## config.mk

```make
export PLATFORM = sky130hd
export DESIGN_NAME = cpu8_top
export DESIGN_NICKNAME = d
export VERILOG_FILES = /design/src/design/cpu8_pkg.sv /design/src/design/instr_decoder.sv /design/src/design/reg_file.sv /design/src/design/alu.sv /design/src/design/target_calc.sv /design/src/design/pc_unit.sv /design/src/design/cpu8_top.sv
export SDC_FILE = /design/constraint.sdc
export NUM_CORES = 1
export LEC_CHECK = 0
export BUFFER_PORTS_ARGS = -buffer_cell sky130_fd_sc_hd__buf_2
export CORE_MARGIN = 4
export CORE_UTILIZATION = 30
export CTS_CLUSTER_DIAMETER = 100
export DETAILED_ROUTE_END_ITERATION = 8
export SETUP_SLACK_MARGIN = 0.3
export SLEW_MARGIN = 30
export SYNTH_ARGS = -nofsm -noshare
export SYNTH_HDL_FRONTEND = slang
export SYNTH_SLANG_ARGS = --single-unit
```

## constraint.sdc

```tcl
create_clock -name CLK -period 5.8 [get_ports CLK]
set_input_delay 1.16 -clock CLK [delete_from_list [all_inputs] [get_ports CLK]]
set_output_delay 1.16 -clock CLK [all_outputs]
set_load 0.05 [all_outputs]
```

## src/design/cpu8_pkg.sv

```systemverilog
`default_nettype none

package cpu8_pkg;

    localparam int DATA_W     = 8;
    localparam int REG_ADDR_W = 3;
    localparam int PC_W       = 32;
    localparam int OPCODE_W   = 8;
    localparam int OFFSET_W   = 8;

    typedef logic [DATA_W-1:0]     data_t;
    typedef logic [REG_ADDR_W-1:0] reg_addr_t;
    typedef logic [PC_W-1:0]       pc_t;
    typedef logic [31:0]           instr_t;

    // codes 8..11 and 13 and up are undefined and act as no-ops
    typedef enum logic [OPCODE_W-1:0] {
        OP_LOADI = 8'd0,
        OP_MOV   = 8'd1,
        OP_ADD   = 8'd2,
        OP_SUB   = 8'd3,
        OP_AND   = 8'd4,
        OP_OR    = 8'd5,
        OP_JUMP  = 8'd6,
        OP_BEQ   = 8'd7,
        OP_BNE   = 8'd12
    } opcode_e;

    typedef enum logic [1:0] {
        ALU_PASS = 2'd0,
        ALU_ADD  = 2'd1,
        ALU_AND  = 2'd2,
        ALU_OR   = 2'd3
    } alu_op_e;

    typedef struct packed {
        opcode_e                opcode; // bits 31:24
        reg_addr_t              dest;   // bits 18:16
        reg_addr_t              src1;   // bits 10:8
        reg_addr_t              src2;   // bits 2:0
        data_t                  imm;    // bits 7:0
        logic [OFFSET_W-1:0]    offset; // bits 23:16, overlaps dest
    } instr_fields_t;

    typedef struct packed {
        alu_op_e alu_op;
        logic    negate;    // second operand becomes -b
        logic    use_imm;   // second operand becomes imm
        logic    reg_write;
        logic    branch_eq;
        logic    branch_ne;
        logic    jump;
    } ctrl_t;

    typedef struct packed {
        logic      valid;
        reg_addr_t addr;
        data_t     data;
    } wb_t;

    localparam pc_t PC_STEP = 32'd4; // one instruction word

endpackage

`default_nettype wire

```

## src/design/instr_decoder.sv

```systemverilog
`timescale 1ns/1ps
`default_nettype none

module instr_decoder
    import cpu8_pkg::*;
(
    input  instr_t        instruction,
    output instr_fields_t fields,
    output ctrl_t         ctrl
);

    // field extraction, all fields sliced regardless of opcode
    always_comb
    begin
        fields.opcode = opcode_e'(instruction[31:24]);
        fields.dest   = instruction[18:16];
        fields.src1   = instruction[10:8];
        fields.src2   = instruction[2:0];
        fields.imm    = instruction[7:0];
        fields.offset = instruction[23:16];
    end

    always_comb
    begin
        ctrl = '0; // inactive unless the opcode says otherwise
        case (fields.opcode)
            OP_LOADI:
            begin
                ctrl.alu_op    = ALU_PASS;
                ctrl.use_imm   = 1'b1; // pass imm straight through
                ctrl.reg_write = 1'b1;
            end
            OP_MOV:
            begin
                ctrl.alu_op    = ALU_PASS; // pass src2
                ctrl.reg_write = 1'b1;
            end
            OP_ADD:
            begin
                ctrl.alu_op    = ALU_ADD;
                ctrl.reg_write = 1'b1;
            end
            OP_SUB:
            begin
                ctrl.alu_op    = ALU_ADD;
                ctrl.negate    = 1'b1; // a + (-b)
                ctrl.reg_write = 1'b1;
            end
            OP_AND:
            begin
                ctrl.alu_op    = ALU_AND;
                ctrl.reg_write = 1'b1;
            end
            OP_OR:
            begin
                ctrl.alu_op    = ALU_OR;
                ctrl.reg_write = 1'b1;
            end
            OP_JUMP:
            begin
                ctrl.jump = 1'b1;
            end
            OP_BEQ:
            begin
                ctrl.alu_op    = ALU_ADD; // difference is zero when equal
                ctrl.negate    = 1'b1;
                ctrl.branch_eq = 1'b1;
            end
            OP_BNE:
            begin
                ctrl.alu_op    = ALU_ADD;
                ctrl.negate    = 1'b1;
                ctrl.branch_ne = 1'b1;
            end
            default:
            begin
                ctrl = '0; // undefined code, no write, sequential pc
            end
        endcase
    end

endmodule

`default_nettype wire

```

## src/design/reg_file.sv

```systemverilog
`timescale 1ns/1ps
`default_nettype none

module reg_file
    import cpu8_pkg::*;
(
    input  logic      CLK,
    input  logic      RESET,
    input  reg_addr_t src1,
    input  reg_addr_t src2,
    output data_t     data1,
    output data_t     data2,
    input  wb_t       wb
);

    data_t regs [2**REG_ADDR_W];

    // asynchronous reads, same-cycle operands for the alu
    assign data1 = regs[src1];
    assign data2 = regs[src2];

    always_ff @(posedge CLK)
    begin
        if (RESET)
        begin
            for (int i = 0; i < 2**REG_ADDR_W; i++)
            begin
                regs[i] <= '0;
            end
        end
        else if (wb.valid)
        begin
            regs[wb.addr] <= wb.data; // write-back at the edge
        end
    end

endmodule

`default_nettype wire

```

## src/design/alu.sv

```systemverilog
`timescale 1ns/1ps
`default_nettype none

module alu
    import cpu8_pkg::*;
(
    input  ctrl_t ctrl,
    input  data_t a,
    input  data_t b,
    input  data_t imm,
    output data_t result,
    output logic  zero
);

    data_t operand; // selected second operand

    always_comb
    begin
        if (ctrl.use_imm)
        begin
            operand = imm;
        end
        else if (ctrl.negate)
        begin
            operand = ~b + 1'b1; // two's complement for sub and compare
        end
        else
        begin
            operand = b;
        end
    end

    always_comb
    begin
        case (ctrl.alu_op)
            ALU_PASS: result = operand;
            ALU_ADD:  result = a + operand; // wraps modulo 256
            ALU_AND:  result = a & operand;
            ALU_OR:   result = a | operand;
            default:  result = operand;
        endcase
    end

    assign zero = (result == '0);

endmodule

`default_nettype wire

```

## src/design/target_calc.sv

```systemverilog
`timescale 1ns/1ps
`default_nettype none

module target_calc
    import cpu8_pkg::*;
(
    input  pc_t                 pc,
    input  logic [OFFSET_W-1:0] offset,
    output pc_t                 seq_pc,
    output pc_t                 target
);

    pc_t offset_ext;     // sign-extended word offset
    pc_t offset_bytes;   // offset scaled to bytes

    assign offset_ext   = {{(PC_W-OFFSET_W){offset[OFFSET_W-1]}}, offset};
    assign offset_bytes = {offset_ext[PC_W-3:0], 2'b00};

    assign seq_pc = pc + PC_STEP;

    // relative to the following instruction
    assign target = seq_pc + offset_bytes;

endmodule

`default_nettype wire

```

## src/design/pc_unit.sv

```systemverilog
`timescale 1ns/1ps
`default_nettype none

module pc_unit
    import cpu8_pkg::*;
#(
    parameter pc_t RESET_PC = '0
)
(
    input  logic  CLK,
    input  logic  RESET,
    input  ctrl_t ctrl,
    input  logic  zero,
    input  pc_t   seq_pc,
    input  pc_t   target,
    output pc_t   pc
);

    logic take;    // branch or jump taken
    pc_t  next_pc;

    assign take = ctrl.jump
                | (ctrl.branch_eq & zero)
                | (ctrl.branch_ne & ~zero);

    assign next_pc = take ? target : seq_pc;

    always_ff @(posedge CLK)
    begin
        if (RESET)
        begin
            pc <= RESET_PC;
        end
        else
        begin
            pc <= next_pc; // one instruction per clock
        end
    end

endmodule

`default_nettype wire

```

## src/design/cpu8_top.sv

```systemverilog
`timescale 1ns/1ps
`default_nettype none

module cpu8_top
    import cpu8_pkg::*;
#(
    parameter pc_t RESET_PC = '0
)
(
    input  logic   CLK,
    input  logic   RESET,
    input  instr_t instruction,
    output pc_t    pc,
    output wb_t    wb
);

    instr_fields_t fields;
    ctrl_t         ctrl;
    data_t         data1;
    data_t         data2;
    data_t         alu_result;
    logic          zero;
    pc_t           seq_pc;
    pc_t           target;

    instr_decoder u_decoder (
        .instruction (instruction),
        .fields      (fields),
        .ctrl        (ctrl)
    );

    reg_file u_reg_file (
        .CLK   (CLK),
        .RESET (RESET),
        .src1  (fields.src1),
        .src2  (fields.src2),
        .data1 (data1),
        .data2 (data2),
        .wb    (wb)
    );

    alu u_alu (
        .ctrl   (ctrl),
        .a      (data1),
        .b      (data2),
        .imm    (fields.imm),
        .result (alu_result),
        .zero   (zero)
    );

    // runs beside the alu, pc_unit picks between its two addresses
    target_calc u_target_calc (
        .pc     (pc),
        .offset (fields.offset),
        .seq_pc (seq_pc),
        .target (target)
    );

    pc_unit #(
        .RESET_PC (RESET_PC)
    ) u_pc_unit (
        .CLK    (CLK),
        .RESET  (RESET),
        .ctrl   (ctrl),
        .zero   (zero),
        .seq_pc (seq_pc),
        .target (target),
        .pc     (pc)
    );

    // write-back port, also exported for observation
    assign wb.valid = ctrl.reg_write & ~RESET;
    assign wb.addr  = fields.dest;
    assign wb.data  = alu_result;

endmodule

`default_nettype wire

```

==> results.json <==
{
  "fin_crit_ps": 5545,
  "wl_met2_um": 11100,
  "dr.pass1.iters": 5,
  "holdCritStartpoint": "u_pc_unit.pc[2]",
  "cts_tree": "built",
  "cp-end-kind": "primary output",
  "gp_congestion": 0.8523,
  "clock_sinks": 94,
  "cap_violations": 0,
  "powerDensity_nw_per_um2": 194.1,
  "path_clk_slew_ps": 70,
  "status": "finished clean",
  "grt_pass1_vias": 6534,
  "cts_hold_buf": 0,
  "async_flop_share": 0,
  "r2r-start": "u_reg_file.regs[5][1]",
  "ys_types": 83,
  "track_usage": 0.1577,
  "synth_edf_count": 64,
  "ys_seq_area_frac": 0.3206,
  "p_switching_mw": 0.5980,
  "routedWlPerCell_um": 18.14,
  "cts_root_buffer": "clkbuf_16",
  "seqCellArea_um2": 2522,
  "drt-met1-wl_um": 10230,
  "ant_nets": 0,
  "preCtsSetupSlack_ps": -106.4,
  "timing.hold.ws_ps": 623.6,
  "worst_pin_slew_ps": 687.9,
  "path_max_fanout": 6,
  "p_comb_frac": 0.277,
  "htree_levels": 3,
  "worstPathRequired_ps": 4640,
  "final-setup-viol-count": 0,
  "instances_no_fill": 1269,
  "grt_antenna_before_repair": 0,
  "wl_met3_um": 1224,
  "p_sw_frac": 0.3237,
  "start_util": 0.3037,
  "ys.flop_type": "edfxtp_1",
  "leakagePower_nw": 3.957,
  "drive_gt1_frac": 0.2773,
  "rsz0062_at_grt": "true",
  "power_frac_clock": 0.319,
  "dp_hpwl_um": 17470,
  "cts_buffers": 9,
  "ios": 78,
  "die_w_um": 170.0,
  "antenna_cells": 0,
  "routed_wl_um": 23020,
  "crit_start": "instruction[1]",
  "routed.top_layer": "met4",
  "area_growth_syn_to_layout_pct": 20.96,
  "fin_setup_tns_ps": 0,
  "syn-cell-area_um2": 7869,
  "grt_pass1_wl_um": 35890,
  "timing_hold_violations_final": 0,
  "seqPwrFrac": 0.404,
  "dp_cells": 1242,
  "arrival_ps": 4380,
  "coreArea_um2": 25910,
  "synth.ff_latch_count": 94,
  "overflow": 0,
  "maxSlewHeadroom": 0.5296,
  "worstHoldPathType": "reg -> reg",
  "worstSetupStartpointType": "primary input",
  "dpl_cell_area_um2": 8886,
  "final_core_util": 0.3673,
  "portBuffers": 70,
  "vdd_drop_max_uv": 110.0,
  "clock.fmax_mhz": 180.4,
  "vias": 6801,
  "placement_rows": 59,
  "finalMaxSlewViolations": 0,
  "fin_ws_ps": 255.3,
  "drc": 0,
  "synth_cells": 822,
  "skew_ps": 5.312,
  "multi_input_area_um2": 5166,
  "first_iter_violations": 438,
  "nets": 1011,
  "yosysWarnings": 0,
  "worstSetupPathType": "in -> out",
  "avgViaCountPerCell": 5.359,
  "avgSynthCellArea_um2": 9.573,
  "grt_max_degree": 40,
  "clockBufferDepth": 2,
  "fill_cells": 2597,
  "fin_area_um2": 9518,
  "fp.dieH_um": 170.0,
  "insertion_delay_ps": 350,
  "p_int_mw": 1.250,
  "power_mw": 1.848,
  "timing.final.crit_share": 0.9560,
  "die_area_um2": 28880
}
cell families after synthesis:
kind of cell | share of synthesized area
multiplexers | 0.1146
flip-flops | 0.3206
XOR/XNOR | 0.06233
buffers and inverters | 0.04929
AND/OR/NAND/NOR | 0.1870
other | 0.0004766
adder cells (fa/ha/maj) | 0.07823
AO/OA/AOI/OAI | 0.1875
routing by layer:
layer  up-vias  track usage
met5         -            0
met2       220       0.2639
met1      3263       0.2169
li1       3285            -
met4         0      0.04479
met3        33      0.01719
worst max-delay path, stage by stage:
cell and delay (ps):
buf_6 70, buf_12 120, mux4_2 540, mux2i_4 220
ha_4 170, a21oi_4 40, a221oi_4 380, inv_1 80
ha_1 290, a21o_1 210, a211oi_2 220, o21bai_1 120
xor2_1 190, a21oi_2 90, or2_4 270, inv_4 60
buf_8 130
power groups by stage:
stage	clock (mW)	combinational, mW	sequential (mW)
2_1_floorplan	0	0.304	0.767
3_3_place_gp	0	0.449	0.760
3_5_place_dp	0	0.453	0.761
4_1_cts	0.602	0.492	0.746
5_1_grt	0.629	0.554	0.748
6_report	0.589	0.512	0.746
cells in the mapped netlist, types with 18 or more instances:
master,count,area (µm²)
nor2_1,104,390.4
nor3_1,33,165.2
mux2i_1,19,190.2
a21o_1,18,135.1
a211oi_2,18,225.2
a21oi_1,42,210.2
xnor2_1,30,262.8
nand3_1,34,170.2
mux4_2,29,653.1
o21ai_0,28,140.1
xor2_1,26,227.7
inv_1,39,146.4
edfxtp_1,64,1922
ha_1,46,575.6
dfxtp_1,30,600.6
nand2_1,43,161.4
cell usage in the layout (no fill, tap or decap), types with 4 or more instances in the layout:
cell,n
a21oi_1,37
a21oi_2,5
nand4_1,9
nor3_1,32
or3_1,7
xor2_1,25
mux4_2,29
inv_1,37
ha_1,42
o21ai_2,5
nand2_1,43
o21a_1,7
and3_1,13
nor2b_1,6
buf_4,61
a21o_1,18
a211oi_1,7
dfxtp_1,30
nand2b_1,12
mux2i_1,16
buf_6,5
xnor2_1,29
and2_1,9
or2_2,4
o21ai_1,4
nor4_1,4
clkbuf_16,9
buf_2,64
nand3_1,33
nor2_1,104
buf_12,5
o21ai_0,23
edfxtp_1,64
a311oi_1,6
a211oi_2,20
o21bai_1,6
final timing paths:
kind	to	slack, ps	cells past startpoint
hold reg to reg	u_pc_unit.pc[2]	620	1
setup / recovery	wb[5]	260	17
hold / removal	u_pc_unit.pc[2]	620	1
setup reg to reg	u_pc_unit.pc[31]	1290	20
state kept, by name, indices dropped and copies added (netlist names):
| name | cells |
|---|---|
| u_pc_unit.pc | 30 |
| u_reg_file.regs | 64 |
timing repair:
action,in CTS,in global routing
gates resized for setup,35,22
endpoints found under the setup margin,5,6
pin swaps,15,9
setup buffers,11,0
cell type report:
type,instances,area share
clock buffer,9,0.02366
clock inverter,7,0.006704
inverter,40,0.01643
multi-input combinational,647,0.5428
sequential,94,0.2650
tap,335,0.04404
timing repair buffer,137,0.1014
Note: power is estimated with default switching activity, not from simulation.
